--- src/rtl/mem_sys_pkg.sv ---
package mem_sys_pkg;

    typedef logic [31:0] addr_t;
    typedef logic [31:0] data_t;
    typedef logic [3:0]  strb_t;

    typedef enum logic [1:0] {
        RESP_OKAY   = 2'b00,
        RESP_SLVERR = 2'b10
    } axi_resp_e;

    typedef enum logic {
        OP_LOAD  = 1'b0,
        OP_STORE = 1'b1
    } lsu_op_e;

    // per-master view of a transaction as seen by the arbiter
    typedef enum logic [1:0] {
        ARB_FREE = 2'b00,
        ARB_WAIT = 2'b01,
        ARB_BUSY = 2'b10
    } arb_state_e;

    typedef struct packed {
        addr_t ar_addr;
        logic  ar_valid;
        logic  r_ready;
        addr_t aw_addr;
        logic  aw_valid;
        data_t w_data;
        strb_t w_strb;
        logic  w_valid;
        logic  b_ready;
    } axi_req_t;

    typedef struct packed {
        logic      ar_ready;
        data_t     r_data;
        axi_resp_e r_resp;
        logic      r_valid;
        logic      aw_ready;
        logic      w_ready;
        axi_resp_e b_resp;
        logic      b_valid;
    } axi_rsp_t;

endpackage
--- src/rtl/axi_arbiter.sv ---
`timescale 1ns/1ps

module axi_arbiter import mem_sys_pkg::*; (
    input  logic     clk,
    input  logic     rst,
    input  axi_req_t m0_req, // fetch
    output axi_rsp_t m0_rsp,
    input  axi_req_t m1_req, // load/store
    output axi_rsp_t m1_rsp,
    output axi_req_t s_req,
    input  axi_rsp_t s_rsp
);

    arb_state_e m0_state;
    arb_state_e m1_state;
    logic       sel;      // low selects fetch
    logic       m0_pend;
    logic       m1_pend;
    logic       addr_xfer;
    logic       sel_lock;

    function automatic logic has_request(axi_req_t q);
        return q.ar_valid || q.aw_valid || q.w_valid;
    endfunction

    // both masters follow the same FREE/WAIT/BUSY tracking
    function automatic arb_state_e arb_next(arb_state_e cur, axi_req_t q, axi_rsp_t p);
        arb_state_e nxt;
        nxt = cur;
        if ((q.ar_valid && p.ar_ready) ||
            (q.aw_valid && p.aw_ready && q.w_valid && p.w_ready)) begin
            nxt = ARB_BUSY;
        end else if (has_request(q)) begin
            nxt = ARB_WAIT;
        end else if ((q.r_ready && p.r_valid) || (q.b_ready && p.b_valid)) begin
            nxt = ARB_FREE;
        end
        return nxt;
    endfunction

    always_ff @(posedge clk) begin
        if (rst) begin
            m0_state <= ARB_FREE;
            m1_state <= ARB_FREE;
        end else begin
            m0_state <= arb_next(m0_state, m0_req, m0_rsp);
            m1_state <= arb_next(m1_state, m1_req, m1_rsp);
        end
    end

    assign m0_pend = has_request(m0_req);
    assign m1_pend = has_request(m1_req);

    // the owner only turns BUSY on the edge after its address handshake,
    // so that cycle has to hold the select as well
    assign addr_xfer = (s_req.ar_valid && s_rsp.ar_ready) ||
                       (s_req.aw_valid && s_rsp.aw_ready);
    assign sel_lock  = m0_state == ARB_BUSY || m1_state == ARB_BUSY || addr_xfer;

    always_ff @(posedge clk) begin
        if (rst) begin
            sel <= 1'b0;
        end else if (!sel_lock) begin
            if (m0_pend) begin
                sel <= 1'b0;
            end else if (m1_pend) begin
                sel <= 1'b1;
            end
        end
    end

    // whole channel bundles follow the select, the idle master sees zeros
    always_comb begin
        m0_rsp = '0;
        m1_rsp = '0;
        if (sel) begin
            s_req  = m1_req;
            m1_rsp = s_rsp;
        end else begin
            s_req  = m0_req;
            m0_rsp = s_rsp;
        end
    end

endmodule

--- config.mk ---
export PLATFORM = sky130hd
export DESIGN_NAME = axi_arbiter
export DESIGN_NICKNAME = d
export VERILOG_FILES = /design/src/rtl/mem_sys_pkg.sv /design/src/rtl/axi_arbiter.sv
export SDC_FILE = /design/constraint.sdc
export NUM_CORES = 1
export LEC_CHECK = 0
export ABC_AREA = 0
export BUFFER_PORTS_ARGS = -buffer_cell sky130_fd_sc_hd__buf_4
export CORE_AREA = 2 2 173 175
export CTS_CLUSTER_SIZE = 24
export DETAILED_ROUTE_END_ITERATION = 6
export DIE_AREA = 0 0 175 177
export GPL_TIMING_DRIVEN = 1
export PLACE_DENSITY = 0.35
export SLEW_MARGIN = 20
export SYNTH_ARGS = -nofsm -noshare
export SYNTH_HDL_FRONTEND = slang
export SYNTH_SLANG_ARGS = --single-unit
--- constraint.sdc ---
create_clock -name clk -period 1.2 [get_ports clk]
set_input_delay 0.06 -clock clk [delete_from_list [all_inputs] [get_ports clk]]
set_output_delay 0.06 -clock clk [all_outputs]
set_load 0.03 [all_outputs]
After elaboration in Yosys (flattened, before gate mapping)
Cells that the tools add are included.
{"block": "word_totals", "ff_bits": 5, "elab_cells": 52, "input_bits": 253}
{"block": "classes", "eq_ne": 2, "reduce_logical": 33, "bitwise_logic": 1, "muxes": 11}
{"operator": "two-way mux 105 bit", "count": 1}
{"operator": "two-way mux 41 bit", "count": 2}
{"operator": "logical AND 1 bit", "count": 14}
{"operator": "two-way mux 2 bit", "count": 6}
{"operator": "logical OR 1 bit", "count": 11}
{"operator": "nonzero test 2 bit", "count": 3}
{"operator": "nonzero test 3 bit", "count": 2}
{"operator": "equality test 2 bit, second input constant", "count": 2}
{"operator": "OR reduction 2 bit", "count": 2}
{"operator": "two-way mux 1 bit", "count": 2}
{"operator": "AND reduction 2 bit", "count": 1}
{"operator": "inverter 1 bit", "count": 1}

Longest topological paths before layout
Gate-level depths: netlist of the first run.
{"block": "depth", "ltp_word": 6, "mapped_depth": 5, "depth_no_buf": 4}

Worst setup path after synthesis of the first run
OpenSTA, ideal clock, no wires.
{"block": "synth_path", "kind": "reg2reg", "from": "reg sel", "to": "reg m0_state[1]", "arrival_ps": 1318, "path_buffers": 1, "setup_slack_ps": -233, "period_less_slack_ps": 1433, "path_stages_with_launch": 6, "setup_ps": 115, "path_cell_list": "dfxtp_1 buf_6 nor2b_1 a22oi_1 a31oi_1 nor2_1"}
{"item": "start, declared", "line": "axi_arbiter.sv:16", "source": "logic sel;"}
{"item": "start signal, assigned", "line": "axi_arbiter.sv:62", "source": "sel <= 1'b0;"}
{"item": "start signal, assigned", "line": "axi_arbiter.sv:65", "source": "sel <= 1'b0;"}
{"item": "start signal, assigned", "line": "axi_arbiter.sv:67", "source": "sel <= 1'b1;"}
{"item": "end signal, assigned", "line": "axi_arbiter.sv:46", "source": "m0_state <= arb_next(m0_state, m0_req, m0_rsp);"}
{"item": "end, declared", "line": "axi_arbiter.sv:14", "source": "arb_state_e m0_state;"}

==> impl_metrics.toml, run 1 <==
[synthesis]
syn_area_per_cell_um2 = 8.58
ys_types = 21
synth_cells = 240
seq_area_frac_synth_pct = 4.86
synth_warnings = 0
ys_ff_latch = 5
synth_area_um2 = 2060
synth.area.top_cells = "mux2_2 57%, and2_1 12%, nor2b_1 12%"
syn_nets = 493
synth_top_area_share_pct = 57.4
synth_area_leader_cell = "mux2_2"

[place]
post_dp_cell_area_um2 = 6120
hpwl_mm = 14.7
gp_congestion = 0.726
port_buffers = 439

[critical_path]
cp.required_ns = 1.14
crit_arrival_ns = 1.46
critPathLaunchType = "flip-flop"
cp_max_fo = 10
cp-end-kind = "output pin"
crit_type = "flip-flop to output pin"

[sta]
hold_viol = 0
fin_crit_ns = 1.52
setup_viol = 192
rsz0062_at_grt = "yes"
skew_ns = 0.00156
finalMaxSlewViolations = 0
fmax_ghz = 0.659
fin_ws_ns = -0.317
worstMarginPinSlew_ns = 0.238
post-route-period-util_pct = 126
setup_tns_ns = -39.86
slew_headroom_pct = 84.1

[power]
power_density_nw_per_um2 = 559
peakVddDrop_mv = 0.406
fin_total_pwr_mw = 3.97
power.leakage_nw = 3.54

[detailed_routing]
routedWlPerCell_um = 16.3
drtPass1Iterations = 4
wl_mm = 17.7
viasPerCell = 3.36
drc = 0
vias = 3661
ant_nets = 0
drt_iter0_markers = 40

[floorplanning]
die_h_um = 177
fp.dieW_um = 175
io_pins = 440
rows = 63
die_area_um2 = 31000
initial_core_util_pct = 7.04
coreArea_um2 = 29200

[run_status]
failed_checks = "setup timing"
outcome = "complete, but fails checks"

[layout]
drive_gt1_share_pct = 87.9
nets = 954
mostFrequentLayoutCell = "buf_4"
final_cell_mix = "369 x buf_4, 91 x buf_6, 67 x mux2_4"
syn_to_final_growth_pct = 244
fill_cells = 3221
fin_area_um2 = 7090

[clock_tree]
cts.sinks = 5
cts_tree = "yes"
clk_pin_slew_ns = 0.03
cts-htree-levels = 1
cts-buffers-inserted = 3
cts-root-buf = "clkbuf_16"
hold_buffers = 0
clockBufferDepth = 2
clkLatencyLatePin_ns = 0.23

[worst_hold_path]
hold_path.class = "primary input to flip-flop"

[global_routing]
track_usage_pct = 9.71
grt_pass1_wl_mm = 23.1
grt_pass1_vias = 3698
grt-ovfl-total = 0
grt_max_degree = 54
antenna_found_initial = 1

[run]
drv_cap = 0
[power breakdown]
part	internal, mW	switching (mW)
registers	0.176	0.0107
clock network	0.440	0.107
logic	1.71	1.53
[metal layers]
metal,GRT usage [%],up-vias,share of wire [%]
li1,-,1768,-
met4,0.799,0,0.49
met2,18.5,203,54
met5,0,-,0
met1,11.7,1686,39
met3,1.70,4,6.7
[flip-flops by register name, summed over array words and instances (netlist names)]
signal,count
m0_state,2
m1_state,2
sel,1
[kinds of logic after synthesis]
logic type	synth area share [%]
simple gates	28.7
flops	4.86
mux	57.4
buf+inv	5.35
compound gates	3.64
[worst paths after layout]
kind | depth (start not counted) | slack [ns] | startpoint | end
hold reg to reg | 2 | 0.52 | m0_state[0]$_SDFFE_PP0P_ | m0_state[0]$_SDFFE_PP0P_
hold / removal | 2 | 0.05 | rst | m1_state[1]$_SDFFE_PP0P_
setup reg to reg | 5 | -0.18 | sel$_SDFFE_PP0P_ | sel$_SDFFE_PP0P_
setup / recovery | 4 | -0.32 | sel$_SDFFE_PP0P_ | s_req[92]
[Yosys cell counts]
master and count:
and3_4 1, nand2_1 4, a221oi_2 1, nor3_1 4, dfxtp_1 5, a41oi_1 1, nand4_1 1, buf_2 13
nor2b_1 41, a31oi_1 2, a22oi_1 2, a311oi_1 1, mux2_2 105, clkbuf_1 7, or3_1 2, inv_1 2
and2_1 41, nor2_1 1, nand3_1 2, buf_6 1, a21oi_1 3
[critical path: stages, from the launching register on]
cell and delay [ns]:
dfxtp_4 0.41, buf_12 0.17, buf_4 0.14, mux2_2 0.33, buf_4 0.17
[what timing repair did]
item / in CTS / in global routing
gates cloned: 3 / 4
endpoints found under the hold margin: 0 / 0
gates resized for setup: 116 / 61
setup buffers: 3 / 2
endpoints found under the setup margin: 189 / 192
pin swaps: 8 / 4
[through the flow]
step	hold WS, ns	utilization [%]	setup slack (ns)	std cells
2_1_floorplan	0.129	-	-0.0936	240
4_1_cts	0.0351	23.1	-0.354	1084
5_1_grt	0.0439	24.3	-0.373	1091
6_report	0.0452	24.3	-0.317	1091
3_5_place_dp	0.271	20.9	-0.196	1074
3_3_place_gp	0.276	20.9	-0.159	1074
[cell type report]
| type | instances | area, µm² | area share, % |
|---|---|---|---|
| antenna | 1 | 2.50 | 0.0353 |
| clock buffer | 4 | 78.8 | 1.11 |
| inverter | 2 | 7.51 | 0.106 |
| multi-input combinational | 212 | 2230 | 31.5 |
| sequential | 5 | 104 | 1.46 |
| tap | 390 | 488 | 6.88 |
| timing repair buffer | 477 | 4180 | 58.9 |
No activity file was read; power rests on OpenSTA's default activity.
==> run 2, diff against run 1 <==
Settings changed: CTS_CLUSTER_DIAMETER set to 120, HOLD_SLACK_MARGIN set to 0.05.
==> run 2 against run 1 <==
Core utilization barely moved. The run still ends with setup timing left. Sequential power barely moved. Sequential share of layout area barely moved. Routed wire length did not move. Critical path depth did not move. Via count rose by 0.30%. Clock skew barely moved. First-iteration DRC count rose by 18%. Global-route usage barely moved. Cell count barely moved. Register-to-register slack barely moved. Clock-buffer cell count did not move. Critical endpoint unchanged.
==> impl_metrics.toml, run 2 (synthesized netlist as in run 1, its figures left out) <==
[critical_path]
cp-end-kind = "output pin"
slowest_stage = "dfxtp_4"
crit_arrival_ns = 1.46
crit_type = "flip-flop to output pin"
crit_path_max_incr_delay_ns = 0.41
cp_max_fo = 10
cp.required_ns = 1.14
cpMostUsedCell = "buf_4"
cp_cell_sequence = "buf_12 > buf_4 > mux2_2 > buf_4"
critPathLaunchType = "flip-flop"

[detailed_routing]
drtPass1Iterations = 4
vias = 3672
viasPerCell = 3.36
wl_mm = 17.7
ant_nets = 0
drt_iter0_markers = 47
drc = 0
routedWlPerCell_um = 16.3

[clock_tree]
cts-buffers-inserted = 3
clkLatencyLatePin_ns = 0.23
clockBufferDepth = 2
cts-root-buf = "clkbuf_16"
cts.sinks = 5
clk_pin_slew_ns = 0.03
cts_tree = "yes"
cts-htree-levels = 1

[place]
place_ws_ns = -0.196
post_dp_cell_area_um2 = 6120
port_buffers = 439
gp_congestion = 0.726
hpwl_mm = 14.7

[global_routing]
grt_pass1_vias = 3703
antenna_found_initial = 1
track_usage_pct = 9.72
grt_pass1_wl_mm = 23.1
use_met3_pct = 1.68
met1_usage_pct = 11.7
grt_max_degree = 54
busiest_layer = "met2"
grtUsageMet2_pct = 18.6
grt-ovfl-total = 0

[worst_hold_path]
hold_path.class = "primary input to flip-flop"

[floorplanning]
die_h_um = 177
die_area_um2 = 31000
fp.dieW_um = 175
rows = 63
io_pins = 440
initial_core_util_pct = 7.04
coreArea_um2 = 29200

[sta]
fin_ws_ns = -0.317
fin_crit_ns = 1.52
worstMarginPinSlew_ns = 0.238
rsz0062_at_grt = "yes"
finalMaxSlewViolations = 0
skew_ns = 0.00156
hold_viol = 0
fmax_ghz = 0.659
slew_headroom_pct = 84.1
setup_viol = 192
post-route-period-util_pct = 126

[layout]
final_cell_mix = "369 x buf_4, 91 x buf_6, 67 x mux2_4"
syn_to_final_growth_pct = 245
nets = 955
drive_gt1_share_pct = 87.7
fin_area_um2 = 7100
reg.largest.list = "m0_state (2), m1_state (2), sel (1)"
mostFrequentLayoutCell = "buf_4"
final_util_pct = 24.3

[run]
drv_cap = 0

[run_status]
outcome = "complete, but fails checks"
failed_checks = "setup timing"

[power]
power_density_nw_per_um2 = 559
power.leakage_nw = 3.55
fin_total_pwr_mw = 3.97
peakVddDrop_mv = 0.406
==> run 2: cell count changes in the layout (fill, tap and decap cells not counted), sizes merged <==
cell,previous run,this run
dlygate4sd3,0,1
==> run 2: timing repair <==
action / CTS / global route
buffers inserted: 3 / 2
endpoints found under the hold margin: 4 / 0
hold buffers: 1 / 0
endpoints found under the setup margin: 189 / 192
pin swaps: 8 / 4
gates cloned: 3 / 4
resized for setup: 116 / 61
==> run 2: area by class of cell <==
cell class,count,area [µm²]
Antenna cell,1,2.50
Clock buffer,4,78.8
Fill cell,3221,22100
Inverter,2,7.51
Multi-Input combinational cell,212,2230
Sequential cell,5,104
Tap cell,390,488
Timing Repair Buffer,478,4190
==> run 2: routing by layer <==
layer | share of wire, % | wire length (µm) | vias up
met5 | 0 | 0 | -
met4 | 0.49 | 87 | 0
met3 | 6.7 | 1190 | 4
met2 | 54 | 9600 | 203
met1 | 39 | 6870 | 1694
li1 | - | - | 1771
==> run 2: worst paths after layout <==
kind                                          startpoint                  endpoint  slack, ns  depth (start not counted)
worst max-delay path                    sel$_SDFFE_PP0P_                 s_req[92]      -0.32                          4
worst min-delay path                          m1_req[72]  m1_state[1]$_SDFFE_PP0P_       0.17                          4
worst max register to register          sel$_SDFFE_PP0P_          sel$_SDFFE_PP0P_      -0.18                          5
worst min register to register  m0_state[0]$_SDFFE_PP0P_  m0_state[0]$_SDFFE_PP0P_       0.52                          2
==> run 2: where the power goes <==
part | internal (mW) | switching, mW
Sequential | 0.176 | 0.0107
Combinational | 1.71 | 1.53
Clock | 0.440 | 0.108
Total | 2.32 | 1.65
==> run 2: worst max-delay path, delay by kind of cell (launching register included) <==
family,cells,cell delay [ns]
buffers and inverters,3,0.48
multiplexers,1,0.33
flip-flops,1,0.41
==> run 2: through the flow <==
| step | cells | setup TNS (ns) | hold slack [ns] |
|---|---|---|---|
| 2_1_floorplan | 240 | -9.20 | 0.129 |
| 3_3_place_gp | 1074 | -8.00 | 0.276 |
| 3_5_place_dp | 1074 | -9.63 | 0.271 |
| 4_1_cts | 1085 | -47.20 | 0.168 |
| 5_1_grt | 1092 | -49.66 | 0.199 |
| 6_report | 1092 | -39.99 | 0.170 |
