<file path="config.mk">
export PLATFORM = sky130hd
export DESIGN_NAME = ifu_master
export DESIGN_NICKNAME = d
export VERILOG_FILES = /design/src/rtl/mem_sys_pkg.sv /design/src/rtl/ifu_master.sv
export SDC_FILE = /design/constraint.sdc
export NUM_CORES = 1
export LEC_CHECK = 0
export BUFFER_PORTS_ARGS = -buffer_cell sky130_fd_sc_hd__buf_4
export CORE_MARGIN = 5
export CORE_UTILIZATION = 39
export DETAILED_ROUTE_END_ITERATION = 10
export PLACE_DENSITY = 0.8
export RECOVER_POWER = 100
export SLEW_MARGIN = 20
export SYNTH_ARGS = -nofsm -noshare
export SYNTH_HDL_FRONTEND = slang
export SYNTH_SLANG_ARGS = --single-unit
export TNS_END_PERCENT = 10
</file>
<file path="constraint.sdc">
create_clock -name clk -period 4.06 [get_ports clk]
set_input_delay 0.812 -clock clk [delete_from_list [all_inputs] [get_ports clk]]
set_output_delay 0.812 -clock clk [all_outputs]
set_load 0.005 [all_outputs]
</file>
<file path="src/rtl/mem_sys_pkg.sv">
package mem_sys_pkg;

    typedef logic [31:0] addr_t;
    typedef logic [31:0] data_t;
    typedef logic [3:0]  strb_t;

    typedef enum logic [1:0] {
        RESP_OKAY   = 2'b00,
        RESP_SLVERR = 2'b10
    } axi_resp_e;

    typedef enum logic {
        OP_LOAD  = 1'b0,
        OP_STORE = 1'b1
    } lsu_op_e;

    // per-master view of a transaction as seen by the arbiter
    typedef enum logic [1:0] {
        ARB_FREE = 2'b00,
        ARB_WAIT = 2'b01,
        ARB_BUSY = 2'b10
    } arb_state_e;

    typedef struct packed {
        addr_t ar_addr;
        logic  ar_valid;
        logic  r_ready;
        addr_t aw_addr;
        logic  aw_valid;
        data_t w_data;
        strb_t w_strb;
        logic  w_valid;
        logic  b_ready;
    } axi_req_t;

    typedef struct packed {
        logic      ar_ready;
        data_t     r_data;
        axi_resp_e r_resp;
        logic      r_valid;
        logic      aw_ready;
        logic      w_ready;
        axi_resp_e b_resp;
        logic      b_valid;
    } axi_rsp_t;

endpackage
</file>
<file path="src/rtl/ifu_master.sv">
`timescale 1ns/1ps

module ifu_master import mem_sys_pkg::*; (
    input  logic     clk,
    input  logic     rst,
    input  logic     start,
    input  addr_t    addr,
    output logic     busy,
    output logic     done,
    output data_t    inst,
    output logic     err,
    output axi_req_t req,
    input  axi_rsp_t rsp
);

    typedef enum logic [1:0] {
        IFU_IDLE,
        IFU_ADDR,
        IFU_RESP
    } ifu_state_e;

    ifu_state_e state;
    addr_t      addr_q;
    logic       accept;
    logic       r_xfer;

    // a strobe landing on the done cycle is dropped like any other busy cycle
    assign accept = start && state == IFU_IDLE && !done;
    assign r_xfer = req.r_ready && rsp.r_valid;
    assign busy   = start || done || state != IFU_IDLE;

    always_ff @(posedge clk) begin
        if (rst) begin
            state <= IFU_IDLE;
            done  <= 1'b0;
            err   <= 1'b0;
        end else begin
            done <= r_xfer;
            case (state)
                IFU_IDLE: if (accept) state <= IFU_ADDR;
                IFU_ADDR: if (rsp.ar_ready) state <= IFU_RESP; // ar_valid is high here
                IFU_RESP: begin
                    if (r_xfer) begin
                        state <= IFU_IDLE;
                        err   <= rsp.r_resp == RESP_SLVERR;
                    end
                end
                default: state <= IFU_IDLE;
            endcase
        end
    end

    always_ff @(posedge clk) begin
        if (accept) addr_q <= addr;
        if (r_xfer) inst <= rsp.r_data;
    end

    always_comb begin
        req          = '0; // fetch never writes
        req.ar_addr  = addr_q;
        req.ar_valid = state == IFU_ADDR;
        req.r_ready  = state == IFU_RESP;
    end

endmodule

</file>
# ---- Yosys cells after proc, flatten, opt, wreduce, memory -nomap -nowiden
# Index checks and enable logic that the tools add are counted.
# W data, S select, Z words.
dict set report op_classes {
  reduce_logical 10
  eq_ne 6
  n_mux 4
}
# cell count
set op_table {}
lappend op_table {{$mux W2} 3}
lappend op_table {{$pmux W2 S3} 1}
lappend op_table {{$eq A2 B2 Y1 const B} 2}
lappend op_table {{$ne A2 B1 Y1 const B} 2}
lappend op_table {{$logic_and A1 B1 Y1} 3}
lappend op_table {{$reduce_and A3 Y1} 1}
lappend op_table {{$eq A2 B1 Y1 const B} 1}
lappend op_table {{$logic_not A2 Y1} 1}
lappend op_table {{$logic_or A1 B1 Y1} 2}
lappend op_table {{$ne A2 B2 Y1 const B} 1}
lappend op_table {{$reduce_and A2 Y1} 1}
lappend op_table {{$reduce_bool A2 Y1} 1}
lappend op_table {{$logic_not A1 Y1} 1}
dict set report totals {
  ff_bits 68
  input_bits 76
}

# ---- Longest topological paths before layout
# Gate-level depths: netlist of run 1.
dict set report depth {
  word_depth 5
  mapped_depth 2
}

# ---- Worst setup path after synthesis of run 1
# OpenSTA, ideal clock, no wires.
dict set report synth_path {
  kind {input-to-reg}
  from {input start}
  to {register addr_q[0], enable pin}
  cell_stages 1
  slack_ns 0.943
  arrival_time_ns 2.674
  setup_ns 0.443
  t_required_ns 3.617
  path_cell_list {nor4b_2}
}
dict set report synth_via {
  elab_chain_cells 2
}
# item line
set synth_rtl {}
lappend synth_rtl {{start: declaration} ifu_master.sv:6} ;# input logic start,
lappend synth_rtl {{$logic_and A1 B1 Y1 (2 in series)} ifu_master.sv:28} ;# assign accept = start && state == IFU_IDLE && !done;
lappend synth_rtl {{end signal: assignment} ifu_master.sv:54} ;# if (accept) addr_q <= addr;
lappend synth_rtl {{end: declaration} ifu_master.sv:23} ;# addr_t addr_q;
# No other way between the ends.
# A chain may end at the register's enable or synchronous reset.

# ---- Final worst setup path of run 1
dict set report layout_path {
  from {input start}
  to {register addr_q[5], enable pin}
}
dict set report layout_via {
  elab_chain_cells 2
}
# item line
set layout_rtl {}
lappend layout_rtl {{$logic_and A1 B1 Y1 (2 in series)} ifu_master.sv:28}
lappend layout_rtl {{net accept} ifu_master.sv:24} ;# logic accept;
# The timed path passes the listed nets, and every way through them passes these cells.

==> impl_metrics.tcl, run 1 <==
set metrics [dict create \
    crit_type "in -> reg" \
    grt_max_degree 35 \
    dp.cells 374 \
    ys_seq_elements 68 \
    rsz0062_at_grt "false" \
    rr_worst_depth 2 \
    worstSkewPairLatency_ps 320 \
    via_count 1528 \
    hold_start "err" \
    grt.total_usage_pct 13.6 \
    clk_path_buf_depth 2 \
    pwr_density_cell_mw_per_mm2 397 \
    die_h_um 92.5 \
    holdPathEnd "err" \
    finalPower_mw 1.45 \
    start_kind "input pin" \
    fin_crit_sh_pct 63.5 \
    fillCellCount 574 \
    critPathMaxFanout 32 \
    dieArea_mm2 0.00855 \
    grt-ovfl-total 0 \
    dr.pass1.iters 4 \
    worstReg2RegStart "state[1]" \
    wl_per_cell_um 15.7 \
    period_needed_ps 2580 \
    ys_seq_area_share_pct 75.4 \
    viasPerCell 3.93 \
    finalWirelength_mm 6.11 \
    syn_to_final_growth_pct 37.2 \
    cts_hold_buf 0 \
    worstPathCellList "clkbuf_4, nor4b_1, clkbuf_1" \
    placementRows 30 \
    drv_slew 68 \
    h-tree-depth 3 \
    crit_path_max_incr_delay_ps 1260 \
    die_w_um 92.5 \
    drtIter0Drc 77 \
    vdd_ir_drop_max_mv 0.161 \
    cts_root_buf "clkbuf_8" \
    arrival_ps 2500 \
    drc 0 \
    r2r_end "addr_q[5]" \
    timing.fmax_mhz 388 \
    clkSlewWorstSetupHoldPaths_ps 70 \
    final_nets 381 \
    numCtsBuffers 9 \
    fin_cells 389 \
    tritoncts "yes" \
    core_area_mm2 0.00672 \
    tightest_slew_ps 1800 \
    ctsResizeCount 0 \
    end_kind "flop" \
    crit_path_top_delay_cell "clkbuf_1" \
    timing.final.hold_violations 0 \
    ys_types 17 \
    ioPinCount 216 \
    grt_pass1_vias 1580 \
    num_antenna_cells 0 \
    drv_cap 2 \
    postCtsSetupRepairBufs 0 \
    violations "max-capacitance violations, max-slew violations" \
    synth_area_mm2 0.00265 \
    setup_viol 0 \
    status "finished, violations left" \
    initial_core_util_pct 39.5 \
    drive_above_1_share_pct 44.0 \
    p_leak_nw 1.57 \
    hold_depth 2 \
    grt_pass1_wl_mm 8.67 \
    port_buffers 139 \
    r2r_slack_ps 1620 \
    fin_tns_setup_ps 0 \
    antenna_found_initial 0 \
    hpwlAfterDp_mm 4.89 \
    ant_nets 0 \
    required_ps 3980 \
    ys_warn_count 0 \
    netlist_instances 154 \
    slew-limit-headroom_pct -20.1 \
    clock-sinks 68 \
    holdCritPathClass "reg -> reg" \
    fin_skew_ps 12.1 \
    place_congestion 0.695 \
    synth.avg_cell_area_um2 17.2 \
]
-- placed cells by master, fill, tap and decap left out --
master     synthesis  routed
clkbuf_4           0     117
conb_1             1      71
edfxtp_1          64      64
clkbuf_1           0      20
clkbuf_8           0       9
dfxtp_1            4       4
buf_4             71       4
nor2b_1            2       2
clkinv_2           0       2
clkinv_1           0       2
and3b_1            1       1
nor4b_1            0       1
or4_1              1       1
nor3b_1            1       1
o21ba_2            1       1
nand2b_1           1       1
or3b_2             1       1
mux2i_1            1       1
nand3b_1           1       1
or3b_1             1       1
a21oi_1            1       1
and2b_1            1       1
clkinv_4           0       1
bufinv_16          0       1
-- synthesized netlist by cell type, drive strengths merged --
| cell type | instances | share of area, % |
|---|---|---|
| a21oi | 1 | 0.19 |
| and2b | 1 | 0.28 |
| nor2b | 2 | 0.47 |
| edfxtp | 64 | 72 |
| and3b | 1 | 0.33 |
| conb | 1 | 0.14 |
| dfxtp | 4 | 3.0 |
| nor4b | 1 | 0.57 |
| or3b | 2 | 0.66 |
| nand2b | 1 | 0.24 |
| mux2i | 1 | 0.38 |
| or4 | 1 | 0.28 |
| buf | 71 | 20 |
| o21ba | 1 | 0.38 |
| nor3b | 1 | 0.28 |
| nand3b | 1 | 0.28 |
-- registers in the layout, indices dropped and copies added (netlist names) --
signal,cells
inst,32
err,1
state,2
addr_q,32
done,1
-- per-layer routing --
| layer | part of all wire, % | global-route usage, % | routed length [um] |
|---|---|---|---|
| met1 | 34 | 14.8 | 2070 |
| met4 | 1.4 | 5.57 | 88 |
| met2 | 53 | 23.9 | 3220 |
| met3 | 12 | 5.12 | 733 |
| met5 | 0 | 0 | 0 |
-- how the worst max path moves through the flow --
| stage | from | to | cells past startpoint |
|---|---|---|---|
| finish | start | addr_q[5] | 3 |
| floorplan | start | addr_q[0] | 1 |
| detailed placement | start | busy | 3 |
| global route | start | addr_q[21] | 3 |
| CTS | start | busy | 3 |
| global placement | start | busy | 3 |
-- critical path: cells and delay by family --
family	cells	cell delay, ps
buffers and inverters	2	1360
and+or+nand+nor	1	320
-- area by class of cell --
cell class | count | area, um^2 | share of cell area (%)
sequential | 68 | 2000 | 55.0
timing repair buffer | 141 | 983 | 27.0
multi-input combinational | 85 | 375 | 10.3
clock buffer | 9 | 124 | 3.40
tap | 80 | 100 | 2.75
clock inverter | 6 | 56.3 | 1.55
-- metrics by stage --
stage               worst slack, ps  area, um^2  hold slack, ps  utilization, %
floorplan                       943        2920             464               -
finish                         1480        3640             481            54.2
CTS                            1690        3730             494            55.5
global placement               1710        3550             479            52.8
global route                   1340        3640             522            54.2
detailed placement             1690        3550             478            52.8
-- cells by family (layout without fill, tap and decap cells) --
family          after synthesis  count (layout)  share of synthesized area, %
buf+inv                      71             156                          20.1
flops                        68              68                          75.4
compound gates                2               2                         0.566
simple gates                 11              11                          3.40
mux                           1               1                         0.377
other cells                   1              71                         0.141
-- where the power goes --
group | leakage, nW | total, mW | switching [mW] | internal (mW)
clock network | 0.0939 | 0.506 | 0.232 | 0.275
registers | 0.627 | 0.812 | 0.00900 | 0.803
logic | 0.847 | 0.127 | 0.0596 | 0.0673
Power figures use the tool's default switching activity.
==> run 2: changes to the inputs <==
--- a/config.mk
+++ b/config.mk
@@ -5,11 +5,12 @@
 export SDC_FILE = /design/constraint.sdc
 export NUM_CORES = 1
 export LEC_CHECK = 0
+export ABC_AREA = 1
 export BUFFER_PORTS_ARGS = -buffer_cell sky130_fd_sc_hd__buf_4
 export CORE_MARGIN = 5
-export CORE_UTILIZATION = 39
+export CORE_UTILIZATION = 35
 export DETAILED_ROUTE_END_ITERATION = 10
-export PLACE_DENSITY = 0.8
+export PLACE_DENSITY = 0.76
 export RECOVER_POWER = 100
 export SLEW_MARGIN = 20
 export SYNTH_ARGS = -nofsm -noshare
==> constraint.sdc (replaced) <==
create_clock -name clk -period 2.35 [get_ports clk]
set_input_delay 0.47 -clock clk [delete_from_list [all_inputs] [get_ports clk]]
set_output_delay 0.47 -clock clk [all_outputs]
set_load 0.005 [all_outputs]
==> impl_metrics.tcl, run 2 <==
set metrics [dict create \
    end_kind "flop" \
    hpwlAfterDp_mm 4.67 \
    ant_nets 0 \
    finalWirelength_mm 5.71 \
    numCtsBuffers 9 \
    tritoncts "yes" \
    ys_seq_area_share_pct 75.3 \
    tightest_slew_ps 772 \
    timing.fmax_mhz 589 \
    drc 0 \
    synth-edff-count 64 \
    dieArea_mm2 0.00944 \
    fillCellCount 626 \
    final_nets 394 \
    clock-sinks 68 \
    yosys-top-cells-count "buf_4, edfxtp_1, inv_1, nand2_1" \
    placementRows 31 \
    preCtsSetupSlack_ps 869 \
    start_kind "flop" \
    ys_top_cells_by_area "edfxtp_1, buf_4, dfxtp_1" \
    yosysTopAreaCellShare_pct 72.3 \
    fin_tns_setup_ps 0 \
    synth_area_mm2 0.00266 \
    timing.final.hold_violations 0 \
    vdd_ir_drop_max_mv 0.263 \
    holdCritPathClass "in -> reg" \
    r2r_slack_ps 650 \
    antenna_found_initial 0 \
    required_ps 2310 \
    status "complete, no violations" \
    viasPerCell 3.67 \
    hold_start "rst" \
    clkSlewWorstSetupHoldPaths_ps 60 \
    port_buffers 139 \
    async_flop_share_pct 0 \
    cp-startpoint "state[1]" \
    place_congestion 0.714 \
    slew-limit-headroom_pct 48.6 \
    num_antenna_cells 0 \
    ys_types 11 \
    die_h_um 97.2 \
    worstSkewPairLatency_ps 330 \
    syn_to_final_growth_pct 40.6 \
    wl_per_cell_um 13.5 \
    seq_power_share_pct 51.1 \
    dr.pass1.iters 4 \
    power_switching_uw 532 \
    intPower_mw 2.21 \
    cts_hold_buf 0 \
    cts_root_buf "clkbuf_8" \
    critPathMaxFanout 32 \
    crit_type "reg -> reg" \
    die_w_um 97.2 \
    rsz0062_at_grt "false" \
    grt.total_usage_pct 11.8 \
    final_util_pct 51.0 \
    yosys_most_used_dff "edfxtp_1" \
    ys_seq_elements 68 \
    core_area_mm2 0.00733 \
    ys_warn_count 0 \
    postCtsSetupRepairBufs 0 \
    synth.avg_cell_area_um2 15.9 \
    grt_max_degree 33 \
    ioPinCount 216 \
    via_count 1548 \
    switching_share_pct 19.4 \
    drv_slew 0 \
    arrival_ps 1650 \
    layout_commonest_cell "clkbuf_4" \
    pwr_density_cell_mw_per_mm2 734 \
    grt_pass1_vias 1569 \
    power.share.clock_pct 40.8 \
    initial_core_util_pct 36.3 \
    setup_viol 0 \
    reg_top3 "addr_q x32, inst x32, state x2" \
    ctsResizeCount 0 \
    fin_skew_ps 7.24 \
    fin_ws_ps 653 \
    seqCellArea_mm2 0.00200 \
    drive_above_1_share_pct 44.0 \
    worstReg2RegStart "state[1]" \
    clk_path_buf_depth 2 \
    h-tree-depth 3 \
    drtIter0Drc 49 \
    combinationalPowerShare_pct 8.1 \
    fin_crit_sh_pct 72.2 \
    netlist_instances 167 \
    grt-ovfl-total 0 \
    drv_cap 0 \
    most-common-layout-cells "clkbuf_4, conb_1, edfxtp_1" \
    p_leak_nw 1.64 \
    period_needed_ps 1700 \
    synth.largest_area_cell "edfxtp_1" \
    multi_input_area_um2 348 \
    grt_pass1_wl_mm 8.43 \
    yosysMostFrequentCell "buf_4" \
]
[run 2: cell count changes after synthesis, sizes merged, moves of 2 or more]
cell and delta:
inv +9, nand2 +7, nor2 +6, nand3 +3, nor2b -2, or3b -2
[run 2: path summary, 6_finish.rpt]
check,endpoint,cells after the start
setup / recovery,addr_q[29],4
hold / removal,state[1],2
hold reg to reg,err,4
setup reg to reg,addr_q[29],4
[run 2: cell families (layout without fill, tap and decap cells)]
logic type	Yosys count	count (layout)	synth area share, %
AO/OA/AOI/OAI	2	2	0.659
AND/OR/NAND/NOR	16	16	2.59
buffers and inverters	80	166	21.3
other	1	71	0.141
flip-flops	68	68	75.3
[run 2: cell type report]
cell class | count | area share (%)
Inverter | 9 | 0.904
Multi-Input combinational cell | 89 | 9.31
Timing Repair Buffer | 141 | 26.5
Clock buffer | 10 | 3.41
Sequential cell | 68 | 53.6
Clock inverter | 6 | 3.01
Tap cell | 99 | 3.31
[run 2: per-stage QoR]
step	hold WS [ps]	instances	instance area, um^2	total power [mW]
6_report	325	422	3740	2.74
5_1_grt	299	422	3740	2.87
4_1_cts	292	422	3810	2.79
3_5_place_dp	524	406	3570	1.67
3_3_place_gp	518	406	3570	1.66
2_1_floorplan	512	237	2920	1.57
[run 2: layer usage]
metal,global-route usage [%],up-vias,part of all wire (%)
met5,0,-,0
met4,5.51,0,1.6
met3,5.89,9,12
met2,20.3,132,50
met1,11.9,682,36
li1,-,725,-
[run 2: worst max-delay path, cell delays in order, from the launching register on]
cell and delay (ps):
dfxtp_1 340, nor2_1 170, nand3_1 140, inv_1 80, clkbuf_2 600
[run 2: power by group through the flow]
stage,clock network [mW],registers [mW],logic [mW]
after global placement,0,1.43,0.235
final,1.12,1.40,0.222
after detailed placement,0,1.43,0.240
after CTS,1.15,1.40,0.240
after floorplan,0,1.43,0.141
after global routing,1.21,1.41,0.247
==> run 3: changes to the inputs <==
--- a/config.mk
+++ b/config.mk
@@ -8,9 +8,9 @@
 export ABC_AREA = 1
 export BUFFER_PORTS_ARGS = -buffer_cell sky130_fd_sc_hd__buf_4
 export CORE_MARGIN = 5
-export CORE_UTILIZATION = 35
+export CORE_UTILIZATION = 39
 export DETAILED_ROUTE_END_ITERATION = 10
-export PLACE_DENSITY = 0.76
+export PLACE_DENSITY = 0.8
 export RECOVER_POWER = 100
 export SLEW_MARGIN = 20
 export SYNTH_ARGS = -nofsm -noshare
==> constraint.sdc (replaced) <==
create_clock -name clk -period 1.7 [get_ports clk]
set_input_delay 0.34 -clock clk [delete_from_list [all_inputs] [get_ports clk]]
set_output_delay 0.34 -clock clk [all_outputs]
set_load 0.005 [all_outputs]
==> impl_metrics.tcl, run 3 (synthesized netlist as in run 2, its figures left out) <==
set metrics [dict create \
    arrival_ps 1150 \
    wl_per_cell_um 17.4 \
    clk_path_buf_depth 2 \
    die_h_um 92.6 \
    grt-ovfl-total 0 \
    fin_cells 403 \
    h-tree-depth 3 \
    die_w_um 92.6 \
    drv_cap 0 \
    fin_skew_ps 11.4 \
    cts_root_buf "clkbuf_8" \
    fillCellCount 518 \
    initial_core_util_pct 39.6 \
    crit_type "reg -> out" \
    tritoncts "yes" \
    layout_commonest_cell "clkbuf_4" \
    placementRows 30 \
    timing.final.hold_violations 0 \
    final_nets 394 \
    syn_to_final_growth_pct 39.2 \
    r2r_end "addr_q[11]" \
    worstSkewPairLatency_ps 340 \
    drv_slew 0 \
    numCtsBuffers 9 \
    r2r_slack_ps 250 \
    dr.pass1.iters 4 \
    start_kind "flop" \
    end_kind "output port" \
    core_area_mm2 0.00672 \
    dieArea_mm2 0.00857 \
    ctsResizeCount 0 \
    timing.fmax_mhz 671 \
    drtIter0Drc 96 \
    period_needed_ps 1490 \
    antenna_found_initial 0 \
    setup.worst_path.end "req[71]" \
    clock-sinks 68 \
    dp.cells 387 \
    vdd_ir_drop_max_mv 0.489 \
    port_buffers 139 \
    grt.total_usage_pct 15.9 \
    hold_ws_ps 190 \
    reg_top3 "addr_q x32, inst x32, state x2" \
    holdCritPathClass "in -> reg" \
    cp-startpoint "state[1]" \
    worstReg2RegStart "state[1]" \
    drc 0 \
    grt_max_degree 33 \
    ant_nets 0 \
    num_antenna_cells 0 \
    hpwlAfterDp_mm 5.30 \
    fin_tns_setup_ps 0 \
    fin_crit_sh_pct 87.7 \
    most-common-layout-cells "clkbuf_4, conb_1, edfxtp_1" \
    cts_hold_buf 0 \
    viasPerCell 4.03 \
    rr_worst_depth 4 \
    p_leak_nw 1.63 \
    setup_viol 0 \
    drive_above_1_share_pct 42.7 \
    grt_pass1_wl_mm 9.66 \
    ioPinCount 216 \
    via_count 1624 \
    postCtsSetupRepairBufs 0 \
    rsz0062_at_grt "false" \
    place_congestion 0.820 \
    pwr_density_cell_mw_per_mm2 1030 \
    required_ps 1360 \
    finalWirelength_mm 7.01 \
    grt_pass1_vias 1615 \
    status "complete, no violations" \
    finalPower_mw 3.83 \
    clkSlewWorstSetupHoldPaths_ps 70 \
    critPathMaxFanout 4 \
]
-- run 3: worst max-delay path, cell delays in order (launching register included) --
cell and delay (ps):
dfxtp_1 390, inv_2 40, nor2_1 180, clkbuf_1 210
-- run 3: metrics by stage --
stage	worst slack (ps)	area, um^2	utilization, %
5_1_grt	117	3700	55.1
3_5_place_dp	419	3570	53.2
6_report	209	3700	55.1
4_1_cts	273	3810	56.7
2_1_floorplan	95.8	2920	-
3_3_place_gp	478	3570	53.2
-- run 3: cell type report --
cell class              instances  area [um^2]  share of cell area [%]
clock inverters                 6          113                    3.04
flip-flops and latches         68         2000                    54.1
well taps                      80          100                    2.71
repair buffers                141          980                    26.5
clock buffers                  10          128                    3.45
inverters                       9         33.8                   0.913
multi-input cells              89          344                    9.30
-- run 3: per-layer routing --
metal	wire length (um)	vias up	GRT usage (%)
met5	0	-	0
met4	144	0	5.94
met3	952	10	7.72
met2	3720	142	29.6
met1	2190	746	14.9
li1	-	726	-
-- run 3: worst min-delay path by stage --
stage / start / cells past startpoint / end / slack [ps]
after global routing: rsp[34] / 1 / inst[26] / 160
after floorplan: rst / 1 / state[0] / 400
after global placement: err / 4 / err / 520
final: rst / 2 / state[1] / 190
after CTS: rsp[36] / 1 / inst[28] / 160
after detailed placement: rsp[34] / 1 / inst[26] / 520
-- run 3: power by group --
group	switching (mW)	total, mW	leakage [nW]	internal, mW
clock network	0.603	1.58	0.120	0.977
registers	0.0211	1.94	0.628	1.92
logic	0.153	0.310	0.882	0.157
