<file path="src/rtl/mem_sys_pkg.sv">
package mem_sys_pkg;

    typedef logic [31:0] addr_t;
    typedef logic [31:0] data_t;
    typedef logic [3:0]  strb_t;

    typedef enum logic [1:0] {
        RESP_OKAY   = 2'b00,
        RESP_SLVERR = 2'b10
    } axi_resp_e;

    typedef enum logic {
        OP_LOAD  = 1'b0,
        OP_STORE = 1'b1
    } lsu_op_e;

    // per-master view of a transaction as seen by the arbiter
    typedef enum logic [1:0] {
        ARB_FREE = 2'b00,
        ARB_WAIT = 2'b01,
        ARB_BUSY = 2'b10
    } arb_state_e;

    typedef struct packed {
        addr_t ar_addr;
        logic  ar_valid;
        logic  r_ready;
        addr_t aw_addr;
        logic  aw_valid;
        data_t w_data;
        strb_t w_strb;
        logic  w_valid;
        logic  b_ready;
    } axi_req_t;

    typedef struct packed {
        logic      ar_ready;
        data_t     r_data;
        axi_resp_e r_resp;
        logic      r_valid;
        logic      aw_ready;
        logic      w_ready;
        axi_resp_e b_resp;
        logic      b_valid;
    } axi_rsp_t;

endpackage
</file>
<file path="src/rtl/lsu_master.sv">
`timescale 1ns/1ps

module lsu_master import mem_sys_pkg::*; (
    input  logic     clk,
    input  logic     rst,
    input  logic     start,
    input  lsu_op_e  op,
    input  addr_t    addr,
    input  data_t    wdata,
    input  strb_t    wstrb,
    output logic     busy,
    output logic     done,
    output data_t    rdata,
    output logic     err,
    output axi_req_t req,
    input  axi_rsp_t rsp
);

    typedef enum logic [1:0] {
        LSU_IDLE,
        LSU_ADDR,
        LSU_RESP
    } lsu_state_e;

    lsu_state_e state;
    lsu_op_e    op_q;
    addr_t      addr_q;
    data_t      wdata_q;
    strb_t      wstrb_q;
    logic       aw_done;
    logic       w_done;
    logic       accept;
    logic       ar_xfer;
    logic       aw_xfer;
    logic       w_xfer;
    logic       resp_xfer;

    assign accept    = start && state == LSU_IDLE && !done;
    assign ar_xfer   = req.ar_valid && rsp.ar_ready;
    assign aw_xfer   = req.aw_valid && rsp.aw_ready;
    assign w_xfer    = req.w_valid && rsp.w_ready;
    assign resp_xfer = (req.r_ready && rsp.r_valid) || (req.b_ready && rsp.b_valid);
    assign busy      = start || done || state != LSU_IDLE;

    always_ff @(posedge clk) begin
        if (rst) begin
            state   <= LSU_IDLE;
            aw_done <= 1'b0;
            w_done  <= 1'b0;
            done    <= 1'b0;
            err     <= 1'b0;
        end else begin
            done <= resp_xfer;
            case (state)
                LSU_IDLE: begin
                    if (accept) begin
                        state   <= LSU_ADDR;
                        aw_done <= 1'b0;
                        w_done  <= 1'b0;
                    end
                end
                LSU_ADDR: begin
                    if (aw_xfer) aw_done <= 1'b1;
                    if (w_xfer) w_done <= 1'b1;
                    // a store moves on once both halves have been handed over
                    if (op_q == OP_LOAD ? ar_xfer
                                        : (aw_done || aw_xfer) && (w_done || w_xfer)) begin
                        state <= LSU_RESP;
                    end
                end
                LSU_RESP: begin
                    if (resp_xfer) begin
                        state <= LSU_IDLE;
                        err   <= (op_q == OP_LOAD ? rsp.r_resp : rsp.b_resp) == RESP_SLVERR;
                    end
                end
                default: state <= LSU_IDLE;
            endcase
        end
    end

    always_ff @(posedge clk) begin
        if (accept) begin
            op_q    <= op;
            addr_q  <= addr;
            wdata_q <= wdata;
            wstrb_q <= wstrb;
        end
        if (resp_xfer) rdata <= op_q == OP_LOAD ? rsp.r_data : '0;
    end

    always_comb begin
        req          = '0;
        req.ar_addr  = addr_q;
        req.ar_valid = state == LSU_ADDR && op_q == OP_LOAD;
        req.r_ready  = state == LSU_RESP && op_q == OP_LOAD;
        req.aw_addr  = addr_q;
        req.aw_valid = state == LSU_ADDR && op_q == OP_STORE && !aw_done;
        req.w_data   = wdata_q;
        req.w_strb   = wstrb_q;
        req.w_valid  = state == LSU_ADDR && op_q == OP_STORE && !w_done;
        req.b_ready  = state == LSU_RESP && op_q == OP_STORE;
    end

endmodule

</file>
<file path="config.mk">
export PLATFORM = sky130hd
export DESIGN_NAME = lsu_master
export DESIGN_NICKNAME = d
export VERILOG_FILES = /design/src/rtl/mem_sys_pkg.sv /design/src/rtl/lsu_master.sv
export SDC_FILE = /design/constraint.sdc
export NUM_CORES = 1
export LEC_CHECK = 0
export BUFFER_PORTS_ARGS = -buffer_cell sky130_fd_sc_hd__buf_4
export CAP_MARGIN = 20
export CORE_MARGIN = 3
export CORE_UTILIZATION = 23
export DETAILED_ROUTE_END_ITERATION = 16
export GPL_TIMING_DRIVEN = 0
export PLACE_DENSITY_LB_ADDON = 0.15
export SYNTH_ARGS = -nofsm -noshare
export SYNTH_HDL_FRONTEND = slang
export SYNTH_SLANG_ARGS = --single-unit
export TNS_END_PERCENT = 30
</file>
<file path="constraint.sdc">
create_clock -name clk -period 3 [get_ports clk]
set_input_delay 0.3 -clock clk [delete_from_list [all_inputs] [get_ports clk]]
set_output_delay 0.3 -clock clk [all_outputs]
set_load 0.01 [all_outputs]
</file>
# ---- Yosys cells after proc, flatten, opt, wreduce, memory -nomap -nowiden
# Index checks and enable logic that the tools add are counted.
dict set report op_classes {
  eq_ne 8
  mux 11
  bitwise 1
  n_reduce_logical 29
}
# cell n
set ops {}
lappend ops {{logical AND 1 bit} 14}
lappend ops {{inequality test 2 bit (second input constant)} 5}
lappend ops {{AND reduction 3 bit} 3}
lappend ops {{2-to-1 mux 2 bit} 4}
lappend ops {{one-hot mux 2 bit (3 select lines)} 1}
lappend ops {{logical OR 1 bit} 5}
lappend ops {{== test 2 bit (second input constant)} 2}
lappend ops {{2-to-1 mux 1 bit} 4}
lappend ops {{one-hot mux 1 bit (2 select lines)} 2}
lappend ops {{nonzero test 2 bit} 2}
lappend ops {{logical NOT 1 bit} 3}
lappend ops {{== test 2 x 1 -> 1 bit (second input constant)} 1}
lappend ops {{logical NOT 2 bit} 1}
lappend ops {{AND reduction 2 bit} 1}
lappend ops {{NOT 1 bit} 1}
dict set report totals {
  reg_bits 107
  input_bits 113
  elab_cells 59
}

# ---- Longest topological paths before layout
# Gate-level depths: netlist (run 1).
dict set report depth {
  ltp_word 9
  mapped_depth 4
}

# ---- Worst setup path after synthesis (run 1)
# Ideal clock, no wire load.
dict set report synth_timing {
  path_type {register to register}
  start {register state[0]}
  end {register addr_q[0] (enable)}
  arrival_ns 2.246
  setup_slack_ns 0.331
  stages_incl_launch_ff 3
  synth_period_minus_slack_ns 2.669
  path_cell_list {dfxtp_1 or4b_4 inv_1}
}
dict set report synth_via {
  elab_chain_cells 3
}
# item line_no
set synth_rtl {}
lappend synth_rtl {{start, declared} lsu_master.sv:25} ;# lsu_state_e state;
lappend synth_rtl {{start signal, assigned} lsu_master.sv:47} ;# state <= LSU_IDLE;
lappend synth_rtl {{start signal, assigned} lsu_master.sv:57} ;# state <= LSU_ADDR;
lappend synth_rtl {{start signal, assigned} lsu_master.sv:68} ;# state <= LSU_RESP;
lappend synth_rtl {{logical NOT 2 bit} lsu_master.sv:38} ;# assign accept = start && state == LSU_IDLE && !done;
lappend synth_rtl {{logical AND 1 bit (2 in series)} lsu_master.sv:38}
lappend synth_rtl {{net accept} lsu_master.sv:32} ;# logic accept;
lappend synth_rtl {{end signal, assigned} lsu_master.sv:85} ;# addr_q <= addr;
lappend synth_rtl {{end, declared} lsu_master.sv:27} ;# addr_t addr_q;
# The timed path passes the listed nets, and every way through them passes these cells.
# A chain may end at the register's enable or synchronous reset.

# ---- Worst setup path in the final report (run 1)
dict set report layout_timing {
  start {register state[0]}
  end {register wdata_q[9] (enable)}
}
dict set report layout_via {
  elab_chain_cells 3
}
# item line_no
set layout_rtl {}
lappend layout_rtl {{logical NOT 2 bit} lsu_master.sv:38}
lappend layout_rtl {{logical AND 1 bit (2 in series)} lsu_master.sv:38}
lappend layout_rtl {{net accept} lsu_master.sv:32}
lappend layout_rtl {{end signal, assigned} lsu_master.sv:86} ;# wdata_q <= wdata;
lappend layout_rtl {{end, declared} lsu_master.sv:28} ;# data_t wdata_q;
# The timed path passes the listed nets, and every way through them passes these cells.

==> results of run 1 <==
layout make-up:
cell class | count | area [µm²]
Timing Repair Buffer | 253 | 1910
Multi-Input combinational cell | 66 | 428
Tap cell | 216 | 270
Buffer | 36 | 258
Clock inverter | 6 | 111
Fill cell | 1558 | 9740
Inverter | 3 | 13.8
Clock buffer | 10 | 229
Sequential cell | 107 | 3150
critical path, cell delays in order (launching register included):
cell     delay [ps]
dfxtp_1         370
or4b_4          580
inv_4           610
metal layers:
layer  wire, µm  vias to the layer above
met2       5190                      172
met4        133                        0
li1           -                     1264
met1       3810                     1196
met3       1430                       10
met5          0                        -
flip-flops by register name, summed over array words and instances (netlist names), 2 cells and up:
register  flops
addr_q       32
rdata        32
wdata_q      32
wstrb_q       4
state         2
kinds of logic after synthesis:
kind of cell,after synthesis
DFF,107
buffers and inverters,39
and+or+nand+nor,56
AOI/OAI and AO/OA,9
muxes,1
stage by stage:
stage,TNS (ps),std cells,total power [mW]
after floorplan,0,212,1.98
after global placement,-37230,680,2.29
after detailed placement,0,681,2.30
after CTS,0,697,3.67
after global routing,0,697,3.78
final,0,697,3.60
Yosys cell counts:
cell,n,share of area
edfxtp_1,101,0.79
nor2b_1,32,0.052
a21bo_1,1,0.0026
dfxtp_1,6,0.031
or4b_4,1,0.0036
and3_1,1,0.0016
buf_2,2,0.0026
o22a_1,1,0.0023
and3b_1,1,0.0023
a21oi_1,3,0.0039
nand2_1,2,0.0020
nor4_1,1,0.0016
nand3b_1,2,0.0039
mux2i_1,1,0.0026
a32oi_1,1,0.0023
buf_4,32,0.063
nand2b_1,3,0.0049
or2_1,1,0.0016
or4_1,1,0.0020
inv_2,1,0.00098
inv_1,2,0.0020
nor3b_1,1,0.0020
clkbuf_1,2,0.0020
o21ba_1,1,0.0026
nor2_1,9,0.0088
nor3_1,1,0.0013
a22o_1,1,0.0023
a211oi_2,1,0.0033
power by group through the flow:
| stage | combinational (mW) | sequential (mW) | clock, mW |
|---|---|---|---|
| CTS | 0.487 | 1.78 | 1.41 |
| global route | 0.517 | 1.78 | 1.48 |
| finish | 0.477 | 1.77 | 1.35 |
| detailed placement | 0.487 | 1.81 | 0 |
| global placement | 0.479 | 1.81 | 0 |
| floorplan | 0.138 | 1.85 | 0 |
placed cells by master (no fill, tap or decap), types with 2 or more instances in the layout:
cell type    n
a21oi_1      3
buf_2        2
buf_4      284
bufinv_16    3
clkbuf_1     3
clkbuf_16    9
dfxtp_1      6
edfxtp_1   101
nand2_1      2
nand2b_1     3
nand3b_1     2
nor2_1       8
nor2b_1     32
worst max path at each step:
stage	to	slack [ps]	startpoint	cells after the start
floorplan	addr_q[0]$_DFFE_PP_	330	state[0]$_SDFFE_PP0P_	2
global placement	rdata[15]$_SDFFCE_PP0P_	-430	op_q$_DFFE_PP_	2
detailed placement	addr_q[7]$_DFFE_PP_	950	state[0]$_SDFFE_PP0P_	2
CTS	wdata_q[14]$_DFFE_PP_	950	state[0]$_SDFFE_PP0P_	2
global route	wdata_q[5]$_DFFE_PP_	860	state[0]$_SDFFE_PP0P_	2
finish	wdata_q[9]$_DFFE_PP_	980	state[0]$_SDFFE_PP0P_	2
==> results.cfg, run 1 <==
[worst_setup_path]
worstPathRequired_ps = 2970
endpoint_kind = register
rrSetupSlack_ps = 980
path_class = register to register
cp-start-kind = register
r2r-end = wdata_q[9]$_DFFE_PP_
cp.arrival_ps = 1990
r2r-start = state[0]$_SDFFE_PP0P_
cp_max_fo = 69
reg2regPathDepth = 2

[clock_network]
ctsResizeCount = 0
postCtsHoldBufs = 0
clockBufferDepth = 2
cts_root_buf = clkbuf_16
clk_pin_slew_ps = 70
cts_tree = done
htree_levels = 3
clock_sinks = 107
clk_latency_ps = 350
cts_made_buffers = 9
postCtsSetupRepairBufs = 0

[sta]
fmax_mhz = 495
period_share = 0.673
finalHoldWorstSlack_ps = 125
hold_viol = 0
finalClockSkew_ps = 8.73
drv_slew = 0
setup_viol = 0
min_period_ps = 2020
maxSlewHeadroom = 0.404
rsz0062_at_grt = no
worstMarginPinSlew_ps = 894
layout_setup_ws_ps = 980

[global_routing]
met2_usage = 0.184
overflow = 0
met1_usage = 0.118
use_met3 = 0.0605
grt_util_all_layers = 0.110
antenna_found_initial = 0
grt_max_degree = 70
grt_pass1_vias = 2729
grt_pass1_wl_mm = 15.0
busiest_layer = met2

[detailed_routing]
drtIter0Drc = 101
first_pass_iters = 4
vias = 2642
drc_errors = 0
vias_per_cell = 3.79
drt-total-wl_mm = 10.6
drt-wirelength-per-cell_um = 15.1
antenna_left = 0

[layout]
area_growth_pct = 65.9
final_core_util = 0.396
fin_nets = 589
diodes = 0
fin_area_um2 = 6370
drive_gt1_frac = 0.636

[worst_hold_path]
min_to = wdata_q[7]$_DFFE_PP_
hold_start = wdata[7]
hold_path_class = input pin to register
hold_depth = 1

[placement]
io_buffers = 252
placed_area_um2 = 6030
hpwl_mm = 8.18
place_congestion = 0.737
place_worst_setup_slack_ps = 951

[floorplan]
die_w_um = 135
rows = 46
dieHeight_um = 135
coreArea_um2 = 16100
die_area_um2 = 18300
ios = 253
initial_core_util = 0.238

[logic_synthesis]
syn-num-nets = 325
synth_compound_area_frac = 0.0192
synthAdderAreaFrac = 0
synthXorXnorAreaFrac = 0
yosysUniqueCellTypes = 28
synth_top_family_by_area = simple AND/OR/NAND/NOR gates
synthSimpleGateAreaFrac = 0.0876
syn_area_um2 = 3840
ys_warn_count = 0
synth-seq-cells = 107
synth.mux.area_fraction = 0.00261
synth_area_per_cell_um2 = 18.1
synthCells = 212
seq_area_frac_synth = 0.821

[run_status]
status = finished clean

[flow_run]
maxCapViolCount = 0

[power_and_ir_drop]
p_per_area_nw_per_um2 = 565
p_sw_mw = 0.767
comb_power_share = 0.132
irDropWorstVdd_v = 0.000299
internal_power_mw = 2.84
swShare = 0.213
seqPwrFrac = 0.492
power.leakage_nw = 2.73
p_clk_frac = 0.376
No activity file was read; power rests on OpenSTA's default activity.
==> run 2: changes to the inputs <==
ABC_AREA = 1   (was unset)
clock period = 2.1 ns   (was 3 ns; I/O delays follow)
==> run 2 against run 1 <==
Power is 51% higher; global-route usage is 0.91 points lower; sequential share of layout area is 0.71 points lower; cell count is 7.5% higher; sequential power is 47% higher; worst hold slack worse by 86 ps; non-clock buffer count stayed put; critical path depth is 2 higher; via count is 5.5% higher.
==> results.cfg, run 2 <==
[sta]
maxSlewHeadroom = 0.446
fmax_mhz = 563
period_share = 0.846
fin_setup_tns_ps = 0
worstMarginPinSlew_ps = 827
finalClockSkew_ps = 9.30
finalHoldWorstSlack_ps = 39.2
setup_viol = 0
rsz0062_at_grt = no
hold_viol = 0
min_period_ps = 1780
drv_slew = 0

[detailed_routing]
drtIter0Drc = 89
drc_errors = 0
vias = 2787
first_pass_iters = 4
drt-total-wl_mm = 10.4
antenna_left = 0
drt-wirelength-per-cell_um = 13.8
vias_per_cell = 3.72

[logic_synthesis]
synth.mux.area_fraction = 0
synthXorXnorAreaFrac = 0
yosysMostFrequentCell = edfxtp_1
synthTopCellsByArea = edfxtp_1 77%, buf_4 6.3%, inv_1 4.2%
synth_top_family_by_area = buffers and inverters
syn_area_um2 = 3930
synthAdderAreaFrac = 0
synth_compound_area_frac = 0.0134
syn-num-nets = 373
synth_area_per_cell_um2 = 15.1
async_flop_share = 0
seq_area_frac_synth = 0.803
synth-seq-cells = 107
yosysUniqueCellTypes = 18
ys_warn_count = 0
netlist_top_cells_count = 101 x edfxtp_1, 44 x inv_1, 41 x nor2_1
synthSimpleGateAreaFrac = 0.0739
synth-edff-count = 101
yosysTopAreaCell = edfxtp_1
synthCells = 260
ys.flop_type = edfxtp_1
yosys.area.top_type_share = 0.772

[global_routing]
overflow = 0
grt_util_all_layers = 0.101
grt_max_degree = 42
grt_pass1_vias = 2658
grt_pass1_wl_mm = 14.2
antenna_found_initial = 0

[clock_network]
htree_levels = 3
clock_sinks = 107
cts_root_buf = clkbuf_16
clockBufferDepth = 2
clk_pin_slew_ps = 70
postCtsHoldBufs = 0
cts_tree = done
cts_made_buffers = 9
clk_latency_ps = 340
postCtsSetupRepairBufs = 0

[worst_hold_path]
hold_path_class = input pin to register

[worst_setup_path]
endpoint_kind = register
rrSetupSlack_ps = 320
path_class = register to register
cp-start-kind = register
cp.arrival_ps = 1810
cp_max_fo = 41
worstPathRequired_ps = 2130

[layout]
drive_gt1_frac = 0.595
final_common_cell = buf_4
fin_nets = 638
nFillCells = 1619
layout_common_cells = 285 x buf_4, 101 x edfxtp_1, 43 x inv_1
diodes = 0
reg_top3 = addr_q x32, rdata x32, wdata_q x32
area_growth_pct = 64.7

[power_and_ir_drop]
irDropWorstVdd_v = 0.000395
power.leakage_nw = 2.92
p_per_area_nw_per_um2 = 840

[run_status]
status = finished clean

[placement]
io_buffers = 252
place_congestion = 0.673
hpwl_mm = 8.01

[floorplan]
initial_core_util = 0.236
ios = 253
rows = 47
die_w_um = 137
coreArea_um2 = 16600
die_area_um2 = 18700
dieHeight_um = 137

[flow_run]
maxCapViolCount = 0
## run 2: changes by cell type after synthesis, moves of 3 or more
| cell | delta |
|---|---|
| nor2b_1 | -32 |
| inv_1 | +42 |
| nand2_1 | +9 |
| nor2_1 | +32 |
| nand2b_1 | -3 |
| nand3_1 | +7 |
## run 2: logic make-up (layout without fill, tap and decap cells)
logic type | after synthesis | in the layout
and+or+nand+nor | 65 | 65
AOI/OAI and AO/OA | 7 | 7
DFF | 107 | 107
buffers and inverters | 81 | 350
## run 2: worst paths after layout
kind | start | end | depth (start not counted)
max | state[0]$_SDFFE_PP0P_ | wdata_q[13]$_DFFE_PP_ | 4
min reg2reg | aw_done$_SDFFE_PP0P_ | aw_done$_SDFFE_PP0P_ | 2
max reg2reg | state[0]$_SDFFE_PP0P_ | wdata_q[13]$_DFFE_PP_ | 4
min | addr[15] | addr_q[15]$_DFFE_PP_ | 1
## run 2: worst max-delay path, cell delays in order, from the launching register on
cell and delay, ps:
dfxtp_1 350, nor2_1 200, nand3_2 230, clkinvlp_4 370, buf_12 280
## run 2: layer usage
metal  share of wire  global-route usage
met1            0.36               0.105
met2            0.48               0.171
met3            0.14              0.0504
met4           0.017              0.0454
met5               0                   0
## run 2: stage by stage
| step | total power [mW] | setup slack [ps] | utilization | cell area [µm²] | std cells |
|---|---|---|---|---|---|
| finish | 5.43 | 323 | 0.389 | 6470 | 749 |
| global route | 5.66 | 211 | 0.389 | 6470 | 749 |
| CTS | 5.51 | 74.2 | 0.388 | 6460 | 748 |
| detailed placement | 3.56 | -9.67 | 0.368 | 6120 | 733 |
| global placement | 3.55 | -584 | 0.366 | 6100 | 732 |
| floorplan | 3.00 | 76.3 | - | 3930 | 260 |
## run 2: power breakdown
group	total [mW]	internal (mW)	switching, mW
Clock	1.93	1.16	0.763
Sequential	2.61	2.55	0.0632
Combinational	0.894	0.485	0.409
## run 2: final cells by class
class                   instances  area [µm²]  area share
plain buffers                  36         263      0.0406
clock buffers                   9         225      0.0348
clock inverters                 6         111      0.0172
inverters                      45         173      0.0267
multi-input cells              72         348      0.0538
flip-flops and latches        107        3150       0.488
well taps                     220         275      0.0426
repair buffers                253        1910       0.296
repair inverters                1        7.51     0.00116
## run 2: timing repair
item	CTS	global route
hold endpoints to repair	0	0
gates cloned	0	1
pin swaps	0	0
resized for setup	1	1
setup endpoints to repair	41	41
==> run 3: changes to the inputs <==
clock period = 1.75 ns   (was 2.1 ns; I/O delays follow)
==> run 3 against run 2 <==
Final area rose by 10%; sequential share of layout area fell by 4.5 points; worst setup slack got worse by 160 ps; global-route usage rose by 1.8 points; critical path type is now register to output pin; largest cell class unchanged.
==> results.cfg, run 3 (synthesis gave the netlist of run 2 again) <==
[sta]
period_share = 0.908
rsz0062_at_grt = no
setup_viol = 0
min_period_ps = 1590
fin_setup_tns_ps = 0
hold_viol = 0
worstMarginPinSlew_ps = 488
finalHoldWorstSlack_ps = 26.5
fmax_mhz = 630
finalClockSkew_ps = 8.64
drv_slew = 0
maxSlewHeadroom = 0.674

[power_and_ir_drop]
swShare = 0.236
comb_power_share = 0.192
p_per_area_nw_per_um2 = 890
p_clk_frac = 0.315
irDropWorstVdd_v = 0.000430
seqPwrFrac = 0.493
internal_power_mw = 4.86
p_sw_mw = 1.50
power.leakage_nw = 3.20
total_power_mw = 6.36

[detailed_routing]
drt-wirelength-per-cell_um = 14.1
first_pass_iters = 3
drtIter0Drc = 109
vias_per_cell = 3.81
antenna_left = 0
drt-total-wl_mm = 11.6
drc_errors = 0
vias = 3122

[clock_network]
clk_latency_ps = 340
cts_made_buffers = 9
htree_levels = 3
cts_tree = done
cts_root_buf = clkbuf_16
clock_sinks = 107
clk_pin_slew_ps = 70
clockBufferDepth = 2

[global_routing]
antenna_found_initial = 0
grt_pass1_vias = 3110
grt_pass1_wl_mm = 16.5
grt_util_all_layers = 0.118
grt_max_degree = 42
overflow = 0

[worst_hold_path]
min_to = state[1]$_SDFFE_PP0P_
hold_path_class = input pin to register
hold_start = rst
hold_depth = 2

[layout]
diodes = 0
nFillCells = 1571
layout_common_cells = 287 x buf_4, 101 x edfxtp_1, 69 x dlygate4sd3_1
drive_gt1_frac = 0.532
area_growth_pct = 81.8
final_common_cell = buf_4
reg_top3 = addr_q x32, rdata x32, wdata_q x32
final_core_util = 0.429
fin_area_um2 = 7140
fin_nets = 709

[worst_setup_path]
worstPathRequired_ps = 1570
reg2regPathDepth = 3
cp_max_fo = 10
path_class = register to output pin
endpoint_kind = output pin
cp-start-kind = register
r2r-start = op_q$_DFFE_PP_
r2r-end = rdata[8]$_SDFFCE_PP0P_
rrSetupSlack_ps = 230
cp.arrival_ps = 1410

[placement]
hpwl_mm = 8.64
io_buffers = 252
placed_area_um2 = 6140
place_congestion = 0.694

[floorplan]
rows = 47
die_area_um2 = 18700
ios = 253
initial_core_util = 0.236
coreArea_um2 = 16600
die_w_um = 137
dieHeight_um = 137

[flow_run]
maxCapViolCount = 0

[run_status]
status = finished clean
[run 3: cell count changes in the layout (fill, tap and decap cells not counted), moves of 2 or more]
cell | previous run | this run
buf_4 | 285 | 287
bufinv_16 | 3 | 1
clkbuf_1 | 0 | 2
dfxtp_1 | 6 | 3
dfxtp_4 | 0 | 2
dlygate4sd3_1 | 0 | 69
[run 3: worst max-delay path: stages (launching register included)]
cell and delay [ps]:
edfxtp_1 390, buf_4 190, buf_2 200, nor2_1 160, buf_4 140
[run 3: what timing repair did]
| item | in CTS | in global routing |
|---|---|---|
| setup endpoints to repair | 73 | 31 |
| setup buffers | 0 | 2 |
| hold endpoints to repair | 69 | 0 |
| resized for setup | 2 | 0 |
| gates cloned | 1 | 0 |
| hold buffers | 69 | 0 |
[run 3: metrics by stage]
stage,std cells,setup slack (ps)
final,820,162
after global routing,820,50.2
after CTS,818,66.1
after detailed placement,733,-98.8
after global placement,732,-702
after floorplan,260,-142
[run 3: layout make-up]
| class | count | area (µm²) | share of cell area |
|---|---|---|---|
| sequential | 107 | 3160 | 0.443 |
| timing repair inverter | 1 | 7.51 | 0.00105 |
| multi-input combinational | 72 | 360 | 0.0505 |
| clock buffer | 11 | 233 | 0.0326 |
| timing repair buffer | 324 | 2620 | 0.367 |
| tap | 220 | 275 | 0.0385 |
| buffer | 36 | 263 | 0.0368 |
| clock inverter | 4 | 51.3 | 0.00718 |
| inverter | 45 | 173 | 0.0242 |
[run 3: power groups by stage]
stage	clock [mW]	combinational (mW)	sequential, mW
CTS	2.10	1.24	3.14
global placement	0	1.07	3.20
global route	2.19	1.33	3.16
floorplan	0	0.328	3.29
finish	2.00	1.22	3.14
detailed placement	0	1.09	3.20
[run 3: metal layers]
metal	GRT usage	vias to the layer above	wire length, µm
li1	-	1504	-
met1	0.121	1453	4050
met2	0.215	151	6050
met3	0.0463	14	1260
met4	0.0498	0	204
met5	0	-	0
[run 3: how the worst max path moves through the flow]
| stage | start | end | slack (ps) | cells past startpoint |
|---|---|---|---|---|
| after floorplan | state[1]$_SDFFE_PP0P_ | addr_q[0]$_DFFE_PP_ | -140 | 3 |
| after global placement | state[1]$_SDFFE_PP0P_ | wstrb_q[1]$_DFFE_PP_ | -700 | 3 |
| after detailed placement | state[1]$_SDFFE_PP0P_ | wstrb_q[1]$_DFFE_PP_ | -100 | 4 |
| after CTS | state[1]$_SDFFE_PP0P_ | wdata_q[4]$_DFFE_PP_ | 70 | 4 |
| after global routing | op_q$_DFFE_PP_ | req[72] | 50 | 4 |
| final | op_q$_DFFE_PP_ | req[72] | 160 | 4 |
